## config.mk

```make
export PLATFORM = sky130hd
export DESIGN_NAME = cpuCore
export DESIGN_NICKNAME = d
export VERILOG_FILES = /design/src/verilog/cpuPkg.sv /design/src/verilog/ctrlBusIf.sv /design/src/verilog/addrModeDecode.sv /design/src/verilog/busDatapath.sv /design/src/verilog/cpuCore.sv /design/src/verilog/cycleSequencer.sv
export SDC_FILE = /design/constraint.sdc
export NUM_CORES = 1
export LEC_CHECK = 0
export ABC_AREA = 1
export ABC_CLOCK_PERIOD_IN_PS = 5100
export BUFFER_PORTS_ARGS = -buffer_cell sky130_fd_sc_hd__buf_2
export CORE_ASPECT_RATIO = 0.9
export CORE_UTILIZATION = 55
export DETAILED_ROUTE_END_ITERATION = 6
export HOLD_SLACK_MARGIN = 0.05
export PLACE_DENSITY = 0.77
export SLEW_MARGIN = 10
export SYNTH_ARGS = -nofsm -noshare
export SYNTH_HDL_FRONTEND = slang
export SYNTH_SLANG_ARGS = --single-unit
```

## constraint.sdc

```tcl
create_clock -name clk -period 5.1 [get_ports clk]
set_input_delay 0.255 -clock clk [delete_from_list [all_inputs] [get_ports clk]]
set_output_delay 0.255 -clock clk [all_outputs]
set_load 0.1 [all_outputs]
```

## src/verilog/cpuPkg.sv

```systemverilog
`default_nettype none

package cpuPkg;

    // top index of the control-flag vector
    localparam int numFlags = 26;

    typedef enum logic [4:0] {
        setAdhLow,
        setAdlToData,
        loadAbl,
        loadAbh,
        pcInc,
        setAdlToPcl,
        setAdhToPch,
        setDbToData,
        setInputBToDb,
        setSbToDb,
        setAdlToAlu,
        setAdhToSb,
        setInputAToSb,
        setSbToX,
        aluAdd,
        loadAcc,
        loadX,
        loadY,
        setSbToY,
        setSbToAcc,
        aluInc,
        memWrite,
        lastCycle,
        setSbToAlu,
        setDbToX,
        setDbToY,
        setDbToAcc
    } ctrlFlagE;

    typedef enum logic [2:0] {
        fetch,
        a0,
        a1,
        a2,
        a3
    } cycleStateE;

    typedef enum logic [2:0] {
        implied,
        immediate,
        zeroPage,
        absolute,
        absoluteX
    } addrModeE;

    // standard 6502 encodings
    localparam logic [7:0] opLdaImm = 8'hA9;
    localparam logic [7:0] opLdaZpg = 8'hA5;
    localparam logic [7:0] opLdaAbs = 8'hAD;
    localparam logic [7:0] opLdaAbx = 8'hBD;
    localparam logic [7:0] opLdxImm = 8'hA2;
    localparam logic [7:0] opLdyImm = 8'hA0;
    localparam logic [7:0] opStaZpg = 8'h85;
    localparam logic [7:0] opStaAbs = 8'h8D;
    localparam logic [7:0] opInx    = 8'hE8;
    localparam logic [7:0] opIny    = 8'hC8;
    localparam logic [7:0] opTax    = 8'hAA;
    localparam logic [7:0] opNop    = 8'hEA;

endpackage

`default_nettype wire

```

## src/verilog/ctrlBusIf.sv

```systemverilog
`timescale 1ns/1ps
`default_nettype none

interface ctrlBusIf import cpuPkg::*; ();

    logic [numFlags:0] flags;
    cycleStateE        state;
    logic [7:0]        opCode;
    // high when the current memory access completes
    logic              step;

    modport sequencer (
        input  flags,
        output state,
        output opCode,
        output step
    );

    modport decoder (
        input  state,
        input  opCode,
        output flags
    );

    modport datapath (
        input flags,
        input state,
        input opCode,
        input step
    );

endinterface

`default_nettype wire

```

## src/verilog/addrModeDecode.sv

```systemverilog
`timescale 1ns/1ps
`default_nettype none

module addrModeDecode import cpuPkg::*; (
    ctrlBusIf.decoder ctrl
);

    addrModeE          mode;
    logic [numFlags:0] execFlags;
    logic [numFlags:0] f;

    // next address taken from the PC incrementer
    function automatic logic [numFlags:0] addrFromPc(input logic advance);
        logic [numFlags:0] v;
        v = '0;
        v[setAdlToPcl] = 1'b1;
        v[setAdhToPch] = 1'b1;
        v[loadAbl] = 1'b1;
        v[loadAbh] = 1'b1;
        v[pcInc] = advance;
        return v;
    endfunction

    always_comb begin
        case (ctrl.opCode)
            opLdaImm, opLdxImm, opLdyImm: mode = immediate;
            opLdaZpg, opStaZpg:           mode = zeroPage;
            opLdaAbs, opStaAbs:           mode = absolute;
            opLdaAbx:                     mode = absoluteX;
            default:                      mode = implied;
        endcase
    end

    // work done on the last cycle of each instruction
    always_comb begin
        execFlags = '0;
        case (ctrl.opCode)
            opLdaImm, opLdaZpg, opLdaAbs, opLdaAbx, opLdxImm, opLdyImm: begin
                execFlags[setDbToData] = 1'b1;
                execFlags[setSbToDb] = 1'b1;
                execFlags[loadAcc] = (ctrl.opCode != opLdxImm) && (ctrl.opCode != opLdyImm);
                execFlags[loadX] = (ctrl.opCode == opLdxImm);
                execFlags[loadY] = (ctrl.opCode == opLdyImm);
            end
            opStaZpg, opStaAbs: begin
                execFlags[setDbToAcc] = 1'b1;
                execFlags[memWrite] = 1'b1;
            end
            opInx, opIny: begin
                execFlags[setDbToX] = (ctrl.opCode == opInx);
                execFlags[setDbToY] = (ctrl.opCode == opIny);
                execFlags[setInputBToDb] = 1'b1;
                execFlags[aluInc] = 1'b1;
                execFlags[setSbToAlu] = 1'b1;
                execFlags[loadX] = (ctrl.opCode == opInx);
                execFlags[loadY] = (ctrl.opCode == opIny);
            end
            opTax: begin
                execFlags[setSbToAcc] = 1'b1;
                execFlags[loadX] = 1'b1;
            end
            default: begin
                execFlags = '0;
            end
        endcase
    end

    always_comb begin
        f = '0;
        if (ctrl.state == fetch) begin
            f = addrFromPc(1'b1);
        end else if (ctrl.state == a0 && mode == zeroPage) begin
            // operand byte is the zero page address
            f[pcInc] = 1'b1;
            f[setAdlToData] = 1'b1;
            f[setAdhLow] = 1'b1;
            f[loadAbl] = 1'b1;
            f[loadAbh] = 1'b1;
        end else if (ctrl.state == a0 && (mode == absolute || mode == absoluteX)) begin
            // low byte goes to B and X to A
            f = addrFromPc(1'b1);
            f[setDbToData] = 1'b1;
            f[setInputBToDb] = 1'b1;
            f[setSbToX] = (mode == absoluteX);
            f[setInputAToSb] = (mode == absoluteX);
        end else if (ctrl.state == a1 && (mode == absolute || mode == absoluteX)) begin
            f[pcInc] = 1'b1;
            f[setAdlToAlu] = 1'b1;
            f[aluAdd] = (mode == absoluteX);
            f[setDbToData] = 1'b1;
            f[setSbToDb] = 1'b1;
            f[setAdhToSb] = 1'b1;
            f[loadAbl] = 1'b1;
            f[loadAbh] = 1'b1;
        end else begin
            // final cycle of every mode and any state that no mode reaches
            f = addrFromPc(mode == immediate) | execFlags;
            f[lastCycle] = 1'b1;
        end
    end

    assign ctrl.flags = f;

endmodule

`default_nettype wire

```

## src/verilog/busDatapath.sv

```systemverilog
`timescale 1ns/1ps
`default_nettype none

module busDatapath import cpuPkg::*; #(
    parameter logic [15:0] resetPc = 16'h0200
) (
    input  logic        clk,
    input  logic        rstN,
    ctrlBusIf.datapath  ctrl,
    input  logic [7:0]  memRData,
    input  logic        memReady,
    output logic [15:0] memAddr,
    output logic        memWrite,
    output logic [7:0]  memWData,
    output logic [7:0]  accOut,
    output logic [7:0]  xOut,
    output logic [7:0]  yOut
);

    logic [15:0] pc;
    logic [15:0] pcNext;
    logic [7:0]  abl;
    logic [7:0]  abh;
    logic [7:0]  inA;
    logic [7:0]  inB;
    logic [7:0]  aluB;
    logic [7:0]  aluOut;
    logic [7:0]  accReg;
    logic [7:0]  xReg;
    logic [7:0]  yReg;
    logic [7:0]  dataIn;
    logic [7:0]  adl;
    logic [7:0]  adh;
    logic [7:0]  db;
    logic [7:0]  sb;

    // read data only means something with ready
    assign dataIn = memReady ? memRData : 8'h00;

    assign pcNext = pc + {15'd0, ctrl.flags[pcInc]};

    always_comb begin
        if (ctrl.flags[setDbToData]) begin
            db = dataIn;
        end else if (ctrl.flags[setDbToAcc]) begin
            db = accReg;
        end else if (ctrl.flags[setDbToX]) begin
            db = xReg;
        end else if (ctrl.flags[setDbToY]) begin
            db = yReg;
        end else begin
            db = 8'h00;
        end
    end

    // B passes through while it loads but A is only latched
    assign aluB = ctrl.flags[setInputBToDb] ? db : inB;
    assign aluOut = aluB + (ctrl.flags[aluAdd] ? inA : 8'h00) + {7'd0, ctrl.flags[aluInc]};

    always_comb begin
        if (ctrl.flags[setSbToDb]) begin
            sb = db;
        end else if (ctrl.flags[setSbToX]) begin
            sb = xReg;
        end else if (ctrl.flags[setSbToAcc]) begin
            sb = accReg;
        end else if (ctrl.flags[setSbToAlu]) begin
            sb = aluOut;
        end else begin
            sb = 8'h00;
        end
    end

    always_comb begin
        if (ctrl.flags[setAdlToData]) begin
            adl = dataIn;
        end else if (ctrl.flags[setAdlToPcl]) begin
            adl = pcNext[7:0];
        end else if (ctrl.flags[setAdlToAlu]) begin
            adl = aluOut;
        end else begin
            adl = 8'h00;
        end
    end

    always_comb begin
        if (ctrl.flags[setAdhLow]) begin
            adh = 8'h00;
        end else if (ctrl.flags[setAdhToPch]) begin
            adh = pcNext[15:8];
        end else if (ctrl.flags[setAdhToSb]) begin
            adh = sb;
        end else begin
            // idle bus precharges high
            adh = 8'hFF;
        end
    end

    always_ff @(posedge clk or negedge rstN) begin
        if (!rstN) begin
            pc <= resetPc;
            abl <= resetPc[7:0];
            abh <= resetPc[15:8];
            accReg <= 8'h00;
            xReg <= 8'h00;
            yReg <= 8'h00;
        end else if (ctrl.step) begin
            pc <= pcNext;
            if (ctrl.flags[loadAbl]) abl <= adl;
            if (ctrl.flags[loadAbh]) abh <= adh;
            if (ctrl.flags[loadAcc]) accReg <= sb;
            if (ctrl.flags[loadX]) xReg <= sb;
            if (ctrl.flags[loadY]) yReg <= sb;
        end
    end

    // ALU input latches
    always_ff @(posedge clk) begin
        if (ctrl.step) begin
            if (ctrl.flags[setInputAToSb]) inA <= sb;
            if (ctrl.flags[setInputBToDb]) inB <= db;
        end
    end

    assign memAddr = {abh, abl};
    assign memWrite = ctrl.flags[cpuPkg::memWrite];
    assign memWData = ctrl.flags[cpuPkg::memWrite] ? db : 8'h00;

    assign accOut = accReg;
    assign xOut = xReg;
    assign yOut = yReg;

endmodule

`default_nettype wire

```

## src/verilog/cpuCore.sv

```systemverilog
`timescale 1ns/1ps
`default_nettype none

module cpuCore #(
    parameter logic [15:0] resetPc = 16'h0200
) (
    input  logic        clk,
    input  logic        rstN,
    output logic        memValid,
    output logic [15:0] memAddr,
    output logic        memWrite,
    output logic [7:0]  memWData,
    input  logic        memReady,
    input  logic [7:0]  memRData,
    output logic        sync,
    output logic [7:0]  accOut,
    output logic [7:0]  xOut,
    output logic [7:0]  yOut
);

    ctrlBusIf ctrl ();

    cycleSequencer sequencer (
        .clk      (clk),
        .rstN     (rstN),
        .memReady (memReady),
        .memValid (memValid),
        .rdData   (memRData),
        .ctrl     (ctrl.sequencer),
        .sync     (sync)
    );

    addrModeDecode decoder (
        .ctrl (ctrl.decoder)
    );

    busDatapath #(
        .resetPc (resetPc)
    ) datapath (
        .clk      (clk),
        .rstN     (rstN),
        .ctrl     (ctrl.datapath),
        .memRData (memRData),
        .memReady (memReady),
        .memAddr  (memAddr),
        .memWrite (memWrite),
        .memWData (memWData),
        .accOut   (accOut),
        .xOut     (xOut),
        .yOut     (yOut)
    );

endmodule

`default_nettype wire

```

## src/verilog/cycleSequencer.sv

```systemverilog
`timescale 1ns/1ps
`default_nettype none

module cycleSequencer import cpuPkg::*; (
    input  logic        clk,
    input  logic        rstN,
    input  logic        memReady,
    output logic        memValid,
    input  logic [7:0]  rdData,
    ctrlBusIf.sequencer ctrl,
    output logic        sync
);

    cycleStateE state;
    logic [7:0] opReg;
    logic       step;

    function automatic cycleStateE nextState(input cycleStateE cur);
        cycleStateE n;
        case (cur)
            fetch:   n = a0;
            a0:      n = a1;
            a1:      n = a2;
            a2:      n = a3;
            default: n = fetch;
        endcase
        return n;
    endfunction

    // a transfer completes when both sides agree
    assign step = memValid & memReady;

    // one idle cycle out of reset, then a request every cycle
    always_ff @(posedge clk or negedge rstN) begin
        if (!rstN) begin
            memValid <= 1'b0;
        end else begin
            memValid <= 1'b1;
        end
    end

    always_ff @(posedge clk or negedge rstN) begin
        if (!rstN) begin
            state <= fetch;
        end else if (step) begin
            if (ctrl.flags[lastCycle]) begin
                state <= fetch;
            end else begin
                state <= nextState(state);
            end
        end
    end

    always_ff @(posedge clk or negedge rstN) begin
        if (!rstN) begin
            opReg <= opNop;
        end else if (step && state == fetch) begin
            opReg <= rdData;
        end
    end

    assign sync = memValid && (state == fetch);

    assign ctrl.state = state;
    assign ctrl.opCode = opReg;
    assign ctrl.step = step;

endmodule

`default_nettype wire
```

After elaboration in Yosys (flattened, before gate mapping). Cells that the tools add are included.

Register bits after elaboration: 84. Input bits: 11. Output and inout bits: 51. Word-level logic and storage cells: 98.

Add/sub/neg operators: 3. Eq/ne operators: 20. Mux-type cells: 42. Bitwise gates (word level): 2. Reductions and logical operators: 20.

Operator list (number): two-way mux 8 bit (18); == test 8 bit (second input constant) (11); two-way mux 27 bit (2); bitwise OR 7 x 27 -> 27 bit (1); one-hot mux 3 bit (4 select lines) (2); two-way mux 22 bit (1); adder 16 x 1 -> 16 bit (1); != test 8 bit (second input constant) (2); == test 3 x 2 -> 1 bit (second input constant) (4); two-way mux 12 bit (1); two-way mux 3 bit (4); AND reduction 2 bit (6); adder 8 x 1 -> 8 bit (1); adder 8 bit (1); two-way mux 1 bit (8); OR reduction 2 bit (4); == test 3 x 1 -> 1 bit (second input constant) (2); logical AND 1 bit (6); two-way mux 2 bit (3); OR reduction 6 bit (1); two-way mux 5 bit (1); == test 3 bit (second input constant) (1); logical NOT 3 bit (1); one-hot mux 1 bit (3 select lines) (1); 4 further kinds (4).

Longest topological paths before layout. Gate-level depths: netlist (run 1).

Depth after elaboration: 24. Depth in mapped cells: 27.

By module. Synthesis (run 1) repeated with hierarchy kept, for this count alone.

Cell total of the unflattened synthesis: 707. Area total of the unflattened synthesis: 5268.8 µm².

Modules (own cells, without submodules): busDatapath (times used 1, cells each 544, area each 4210.3 µm²); cycleSequencer (times used 1, cells each 59, area each 544.3 µm²); addrModeDecode (times used 1, cells each 104, area each 514.2 µm²).

Worst setup path before layout (run 1). No wires, ideal clock.

Path kind: register to register. From: register sequencer.opReg[3], in the netlist sequencer.ctrl.opCode[3]. To: register datapath.abh[6]. Library setup time: 122 ps. Data arrival time: 3755 ps. Required time: 4978 ps. Path slack: 1224 ps. Cell stages (with the launch flop): 27. Cell sequence: dfstp_2 > nand2_1 > nor2_1 > nand2_2 > nand2_4 > o21ai_2 > nand4_2 > buf_6 > buf_6 > o21ai_1 > o21ai_1 > inv_1 > o21ai_1 > inv_1 > fa_1 > fa_1 > o21ai_0 > nand2_1 > nand2_1 > a21oi_1 > xor2_1 > nand2_1 > o211ai_1 > o21ai_2 > inv_2 > o211ai_2 > nand2_1.

Cells in the longest elaborated chain, start to end: 24. Elaborated cells between the ends (all ways): 62.

RTL lines: start, declared (RTL line cycleSequencer.sv:15) `logic [7:0] opReg;`; start signal, assigned (RTL line cycleSequencer.sv:56) `opReg <= opNop;`; start signal, assigned (RTL line cycleSequencer.sv:58) `opReg <= rdData;`; == test 8 bit (RTL line addrModeDecode.sv:25, addrModeDecode.sv:37); OR reduction 3 bit / OR reduction 2 bit (equally long branches) (RTL line addrModeDecode.sv:25) `case (ctrl.opCode)`; one-hot mux 3 bit (4 select lines) (RTL line addrModeDecode.sv:25); == test 3 x 2 -> 1 bit / == test 3 bit (equally long branches) (RTL line addrModeDecode.sv:79, addrModeDecode.sv:86); logical OR 1 bit (RTL line addrModeDecode.sv:79, addrModeDecode.sv:86); logical AND 1 bit (RTL line addrModeDecode.sv:86) `end else if (ctrl.state == a1 && (mode == absolute || mode == absoluteX)) begin`; two-way mux 12 bit (RTL line addrModeDecode.sv:86); two-way mux 27 bit (RTL line addrModeDecode.sv:79) `end else if (ctrl.state == a0 && (mode == absolute || mode == absoluteX)) begin`; (+7 left out); via datapath.aluB[0] (RTL line busDatapath.sv:26) `logic [7:0] aluB;`; (+2 left out); two-way mux 8 bit * (RTL line busDatapath.sv:67) `end else if (ctrl.flags[setSbToAlu]) begin`; two-way mux 8 bit * (RTL line busDatapath.sv:65) `end else if (ctrl.flags[setSbToAcc]) begin`; two-way mux 8 bit * (RTL line busDatapath.sv:63) `end else if (ctrl.flags[setSbToX]) begin`; two-way mux 8 bit * (RTL line busDatapath.sv:61) `if (ctrl.flags[setSbToDb]) begin`; via datapath.sb[6] (RTL line busDatapath.sv:35) `logic [7:0] sb;`; two-way mux 8 bit * (RTL line busDatapath.sv:91) `end else if (ctrl.flags[setAdhToSb]) begin`; two-way mux 8 bit * (RTL line busDatapath.sv:89) `end else if (ctrl.flags[setAdhToPch]) begin`; two-way mux 8 bit * (RTL line busDatapath.sv:87) `if (ctrl.flags[setAdhLow]) begin`; end signal, assigned (RTL line busDatapath.sv:103) `abh <= resetPc[15:8];`; end signal, assigned (RTL line busDatapath.sv:110) `if (ctrl.flags[loadAbh]) abh <= adh;`; end, declared (RTL line busDatapath.sv:23) `logic [7:0] abh;`.

The timed path passes the listed nets; every way through them passes the cells marked *. A chain may end at the register's enable or synchronous reset.

Final worst setup path (run 1). Ends and elaborated chain as after synthesis.

==> results of run 1 <==
[cell families after synthesis]
group | Yosys count | synth area share (%)
XOR/XNOR | 19 | 3.36
AO/OA/AOI/OAI | 123 | 14.3
AND/OR/NAND/NOR | 302 | 27.3
other | 1 | 0.0756
multiplexers | 1 | 0.227
flip-flops | 84 | 44.2
buffers and inverters | 91 | 7.22
adder cells (fa/ha/maj) | 12 | 3.33
[state kept, by name, summed over array words and instances, names as in the netlist]
register,count
datapath.pc,16
datapath.abh,8
datapath.abl,8
datapath.accOut,8
datapath.inA,8
datapath.inB,8
datapath.xOut,8
datapath.yOut,8
sequencer.ctrl.opCode,8
sequencer.ctrl.state,3
sequencer.memValid,1
[synthesized netlist by cell type (3+ instances only)]
| cell | instances |
|---|---|
| dfstp_2 | 7 |
| xnor2_1 | 4 |
| o21ai_0 | 36 |
| inv_1 | 56 |
| nand4_1 | 4 |
| nor2_4 | 6 |
| o22ai_1 | 3 |
| nand2_1 | 187 |
| dfrtp_1 | 61 |
| xor2_1 | 15 |
| edfxtp_1 | 16 |
| nor2_1 | 43 |
| o21ai_1 | 29 |
| ha_1 | 10 |
| nand2_2 | 8 |
| o221ai_1 | 6 |
| nand3_1 | 34 |
| o211ai_1 | 3 |
| a21oi_1 | 31 |
| clkbuf_1 | 14 |
| nor2_2 | 6 |
| inv_2 | 17 |
| nor3_1 | 4 |
| o21ai_2 | 6 |
[area by class of cell]
type                    count  area share (%)
clock buffers               9            2.23
flip-flops and latches     84            39.5
well taps                 119            2.68
multi-input cells         458            43.4
inverters                  74            5.00
repair buffers             67            6.31
clock inverters             7           0.924
[where the power goes]
part,total (mW),internal (mW),switching (mW)
Sequential,0.830,0.772,0.0583
Combinational,0.618,0.136,0.482
Clock,0.434,0.178,0.256
[layout by cell type (no fill, tap or decap), types with 4 or more instances in the layout]
cell type | synthesis | final
nand2_2 | 8 | 8
xor2_1 | 15 | 15
clkbuf_8 | 0 | 9
buf_4 | 0 | 6
xnor2_1 | 4 | 4
dfstp_2 | 7 | 7
ha_1 | 10 | 10
nor2_1 | 43 | 43
nand4_1 | 4 | 4
buf_2 | 1 | 61
o21ai_0 | 36 | 36
o21ai_1 | 29 | 29
o221ai_1 | 6 | 6
inv_1 | 56 | 56
nand2_1 | 187 | 187
edfxtp_1 | 16 | 16
nor2_2 | 6 | 6
o21ai_2 | 6 | 6
a21oi_1 | 31 | 31
nor2_4 | 6 | 6
nand3_1 | 34 | 34
inv_2 | 17 | 17
dfrtp_1 | 61 | 61
nor3_1 | 4 | 4
[worst min-delay path by stage]
stage	startpoint	to	slack (ns)
final	rstN	datapath.yOut[4]	0.06
after floorplan	rstN	datapath.abh[0]	-0.04
after global placement	datapath.abl[4]	datapath.abl[4]	0.46
after global routing	memRData[3]	sequencer.ctrl.opCode[3]	0.13
after detailed placement	datapath.abh[7]	datapath.abh[7]	0.46
after CTS	rstN	datapath.yOut[5]	0.11
[per-layer routing]
metal	part of all wire, %	GRT usage (%)	wire length [um]
met1	46	42.7	5910
met2	44	44.0	5730
met3	7.2	4.88	931
met4	2.5	10.8	317
met5	0	0	0
[critical path, delay by kind of cell (launching register included)]
kind	cells	cell delay [ns]
AO/OA/AOI/OAI	7	1.12
XOR/XNOR	1	0.24
adder cells (fa/ha/maj)	2	0.85
buffers and inverters	3	0.24
flip-flops	1	0.56
AND/OR/NAND/NOR	11	1.52
[through the flow]
step	cells	hold slack [ns]	setup WS [ns]
floorplan	633	-0.0406	1.22
global placement	802	0.460	0.762
detailed placement	802	0.465	0.620
CTS	818	0.113	0.581
global route	818	0.134	0.204
finish	818	0.0611	0.525
==> summary.md, run 1 <==
| Metric | Value |
|---|---|
| Status | finished clean |
| Peak supply drop | 285 uV |
| Area of the multi-input gates | 2410 sq um |
| Reg2Reg Setup Slack | 0.52 ns |
| Setup Fix Bufs, Post-CTS | 0 |
| FF-to-FF Start | sequencer.ctrl.opCode[3] |
| Core area | 8650 sq um |
| Power per cell area | 339 nW/um^2 |
| #FFs+latches synth | 84 |
| Hold/Removal Path Class | in -> async |
| 1st-pass router iterations | 5 |
| Min Clock Period, post-route | 4.58 ns |
| Hold Buf Count CTS | 0 |
| Synthesized area | 4960 sq um |
| Setup Total Neg Slack | 0 ns |
| Max-Cap Viols | 0 |
| Vias | 4537 |
| Slew HR | 41.5% |
| Clock sink total | 84 |
| Pwr Total | 1.88 mW |
| Crit-path cells | nand2_1 > nor2_1 > nand2_2 > nand2_4 > nand2_2 > nand3_1 > nand2_2 > o21ai_1 > inv_1 > o21ai_1 > inv_1 > fa_1 > fa_1 > o21ai_0 > nand2_1 > nand2_1 > a21oi_1 > xor2_1 > nand2_1 > o211ai_1 > o21ai_2 > inv_2 > o211ai_2 > nand2_1 |
| TritonCTS clock tree | yes |
| Share of cells above drive strength 1 | 20.7% |
| Worst Tran Pin Value | 0.877 ns |
| Crit path DAT | 4.88 ns |
| Global-route usage over all layers | 29.4% |
| Req. time, crit path | 5.41 ns |
| NumNets Final | 717 |
| Reg2Reg Depth | 24 |
| # fillers | 766 |
| CP Launch Type | flop |
| Unrepaired setup endpoints after global routing | false |
| Clk buf depth | 2 |
| Synth area leader | dfrtp_1 |
| Avg Synthesized Cell Area | 7.83 sq um |
| Synth Net Count | 656 |
| Seq/Total Area, Yosys | 44.2% |
| Reg clk slew, reported paths | 0.09 ns |
| Row Count | 32 |
| Worst setup path startpoint | sequencer.ctrl.opCode[3] |
| IO Pins | 62 |
| Area Growth Syn to Fin | 12.0% |
| Endpoints failing setup | 0 |
| Clock Latency Late Sink | 0.37 ns |
| TritonCTS Buffers | 9 |
| Vias in the first global route | 4334 |
| Initial antenna violation count | 0 |
| Post-synth top area share | 30.8% |
| Fin. Hold Viols | 0 |
| Crit. End Element | flop |
| Htree depth | 3 |
| Die W | 102 um |
| Detail Route Antenna Nets | 0 |
| Most used cell along the critical path | nand2_1 |
| Post-route cell area | 5550 sq um |
| Wire per inst | 15.8 um |
| Diodes inserted | 0 |
| Leak | 2.76 nW |
| Largest fanout on the critical path | 16 |
| IO Port Bufs | 61 |
| Synth Flop Type | dfrtp_1 |
| Max Freq | 219 MHz |
| R2r endpoint | datapath.abh[6] |
| Number of synthesis warnings | 0 |
| Unique masters post-synth | 46 |
| First-pass GRT wire length | 21000 um |
| Layout Utilization | 64.2% |
| DRC | 0 |
| CP endpoint | datapath.abh[6] |
| Gate Count Post-Synth | 633 |
| Die height | 92.1 um |
| Initial Util | 57.3% |
| Pin count of the biggest net entering global routing | 69 |
| FF+latch area | 2190 sq um |
| Post-CTS resize count | 0 |
| Period utilization | 89.7% |
| Crit Path Class | reg -> reg |
| Placement Cell Area | 5380 sq um |
| Final Slew Violations | 0 |
| Area contributors post-synth | dfrtp_1, nand2_1, edfxtp_1, inv_1, dfstp_2 |
| Root buffer cell | clkbuf_8 |
| DP Wirelength | 9890 um |
| CP max-delay cell | dfstp_2 |
| Max incr delay on CP | 0.56 ns |
| DR vias/cell | 5.55 |
| Clk_skew | 0.0114 ns |
| Starting DRT DRC Count | 308 |
| Drt total wl | 12900 um |
| Full die area | 9400 sq um |
| Asr flop ratio synth | 81.0% |
| Grt ovf | 0 |
| Routability cong. | 0.952 |
| Number of flops mapped to enable cells by yosys | 16 |
Power figures use the tool's default switching activity.
==> run 2, diff against run 1 <==
--- a/config.mk
+++ b/config.mk
@@ -9,10 +9,10 @@
 export ABC_CLOCK_PERIOD_IN_PS = 5100
 export BUFFER_PORTS_ARGS = -buffer_cell sky130_fd_sc_hd__buf_2
 export CORE_ASPECT_RATIO = 0.9
-export CORE_UTILIZATION = 55
+export CORE_UTILIZATION = 30
 export DETAILED_ROUTE_END_ITERATION = 6
 export HOLD_SLACK_MARGIN = 0.05
-export PLACE_DENSITY = 0.77
+export PLACE_DENSITY = 0.48
 export SLEW_MARGIN = 10
 export SYNTH_ARGS = -nofsm -noshare
 export SYNTH_HDL_FRONTEND = slang
==> run 2 against run 1 <==
First-iteration DRC count fell by 28%. Fmax fell by 1.8%. Register-to-register slack got worse by 0.08 ns. Highest routed layer unchanged. Sequential share of layout area fell by 1.6 points. Cell area rose by 4.2%. Non-clock buffer count fell by 3. Flip-flop and latch count did not move. Critical endpoint unchanged. Largest power group unchanged. Via count fell by 3.5%. Worst setup slack got worse by 0.084 ns.
==> summary.md, run 2 (synthesis results as in run 1) <==
| Metric | Value |
|---|---|
| DRC | 0 |
| Peak supply drop | 192 uV |
| TritonCTS clock tree | yes |
| Layout Utilization | 35.9% |
| Reg2Reg Setup Slack | 0.44 ns |
| Most used cell along the critical path | nand2_1 |
| IO Port Bufs | 61 |
| Clk buf depth | 2 |
| Largest fanout on the critical path | 16 |
| Htree depth | 3 |
| Max Freq | 215 MHz |
| Commonest non-fill, non-tap cells in the layout | nand2_1, dfrtp_1, buf_2 |
| Max incr delay on CP | 0.55 ns |
| Min Clock Period, post-route | 4.66 ns |
| DP Wirelength | 11400 um |
| FF-to-FF Start | sequencer.ctrl.opCode[3] |
| Routability cong. | 0.911 |
| Req. time, crit path | 5.39 ns |
| Power per cell area | 369 nW/um^2 |
| Metal2 WL | 6430 um |
| IO Pins | 62 |
| DR WL met3 | 866 um |
| Die W | 138 um |
| Crit path DAT | 4.95 ns |
| Full die area | 17000 sq um |
| Vias | 4377 |
| Metal1 wirelength | 7060 um |
| First-pass GRT wire length | 23700 um |
| Fin. Hold Viols | 0 |
| Final Slew Violations | 0 |
| Logic pwr share | 29.2% |
| Vias in the first global route | 4323 |
| Slew HR | 29.7% |
| DR vias/cell | 4.85 |
| Status | finished clean |
| Endpoints failing setup | 0 |
| Placement Cell Area | 5470 sq um |
| Top sig layer | met4 |
| Wire per inst | 16.2 um |
| Global-route usage over all layers | 18.9% |
| Die height | 124 um |
| Clock sink total | 84 |
| Final Worst Setup Slack | 0.441 ns |
| Sw Ratio | 39.4% |
| NumNets Final | 714 |
| Worst Tran Pin Value | 1.05 ns |
| Hold/Removal Path Class | in -> async |
| Reg2Reg Depth | 24 |
| Area Growth Syn to Fin | 16.7% |
| 1st-pass router iterations | 5 |
| Max reg flops | 16 |
| Worst slack, placed | 0.442 ns |
| Sw Pwr | 842 uW |
| Unrepaired setup endpoints after global routing | false |
| Non-filler cells, final | 903 |
| Share of cells above drive strength 1 | 20.5% |
| Pin count of the biggest net entering global routing | 69 |
| Reg clk slew, reported paths | 0.07 ns |
| Clock Latency Late Sink | 0.36 ns |
| Largest Register | datapath.pc |
| Internal | 1.29 mW |
| Setup Total Neg Slack | 0 ns |
| Hold slack | 0.0938 ns |
| Reg power frac | 38.8% |
| Row Count | 44 |
| Crit-path cells | nand2_1 > nor2_1 > nand2_2 > nand2_4 > nand2_2 > nand3_1 > nand2_2 > o21ai_1 > inv_1 > o21ai_1 > inv_1 > fa_1 > fa_1 > o21ai_0 > nand2_1 > nand2_1 > a21oi_1 > xor2_2 > nand2_1 > o211ai_1 > o21ai_2 > inv_2 > o211ai_2 > nand2_1 |
| TritonCTS Buffers | 9 |
| Diodes inserted | 0 |
| R2r endpoint | datapath.abh[6] |
| CP max-delay cell | dfstp_2 |
| Crit Path Class | reg -> reg |
| Starting DRT DRC Count | 222 |
| Core area | 16100 sq um |
| Placed cells | 887 |
| Hold Buf Count CTS | 0 |
| CP Launch Type | flop |
| Period utilization | 91.4% |
| Clock network power share | 32.0% |
| Max-Cap Viols | 0 |
| Crit. End Element | flop |
| Post-route cell area | 5790 sq um |
| Grt ovf | 0 |
| Initial Util | 30.7% |
| Leak | 2.80 nW |
| Clk_skew | 0.0111 ns |
| Root buffer cell | clkbuf_16 |
| Drt total wl | 14600 um |
| Pwr Total | 2.14 mW |
| Commonest non-fill, non-tap cell in the layout | nand2_1 |
| Initial antenna violation count | 0 |
| Detail Route Antenna Nets | 0 |
-- run 2: area by class of cell --
| class | count | area (sq um) |
|---|---|---|
| fillers | 1705 | 10300 |
| multi-input cells | 458 | 2430 |
| flip-flops and latches | 84 | 2190 |
| repair buffers | 64 | 328 |
| inverters | 74 | 278 |
| well taps | 207 | 259 |
| clock buffers | 9 | 225 |
| clock inverters | 7 | 80.1 |
-- run 2: power groups by stage --
stage	Combinational, mW	Clock (mW)	Sequential [mW]
after floorplan	0.304	0	1.02
after global routing	0.679	0.724	0.844
final	0.623	0.684	0.829
after CTS	0.625	0.705	0.832
after global placement	0.616	0	0.842
after detailed placement	0.623	0	0.844
-- run 2: layer usage --
layer / GRT usage (%) / up-vias
li1: - / 2191
met1: 26.0 / 2053
met2: 29.1 / 111
met3: 4.44 / 22
met4: 6.25 / 0
met5: 0 / -
-- run 2: worst max-delay path by stage --
stage / startpoint / to / slack [ns] / cells after the start
after floorplan: sequencer.ctrl.opCode[3] / datapath.abh[6] / 1.22 / 26
after global placement: sequencer.ctrl.opCode[3] / datapath.abh[6] / 0.57 / 24
after detailed placement: sequencer.ctrl.opCode[3] / datapath.abh[6] / 0.44 / 24
after CTS: sequencer.ctrl.opCode[3] / datapath.abh[6] / 0.42 / 24
after global routing: sequencer.ctrl.opCode[3] / datapath.abh[6] / 0.09 / 24
final: sequencer.ctrl.opCode[3] / datapath.abh[6] / 0.44 / 24
-- run 2: worst max-delay path, delay by kind of cell, from the launching register on --
kind	cells	cell delay [ns]
compound gates	7	1.18
xor+xnor	1	0.24
fa+ha+maj	2	0.86
buf+inv	3	0.25
flops	1	0.55
simple gates	11	1.52
-- run 2: timing repair --
item	4_1_cts	5_1_grt
setup endpoints to repair	0	2
hold endpoints to repair	0	0
buffers inserted	0	0
resized for setup	0	2
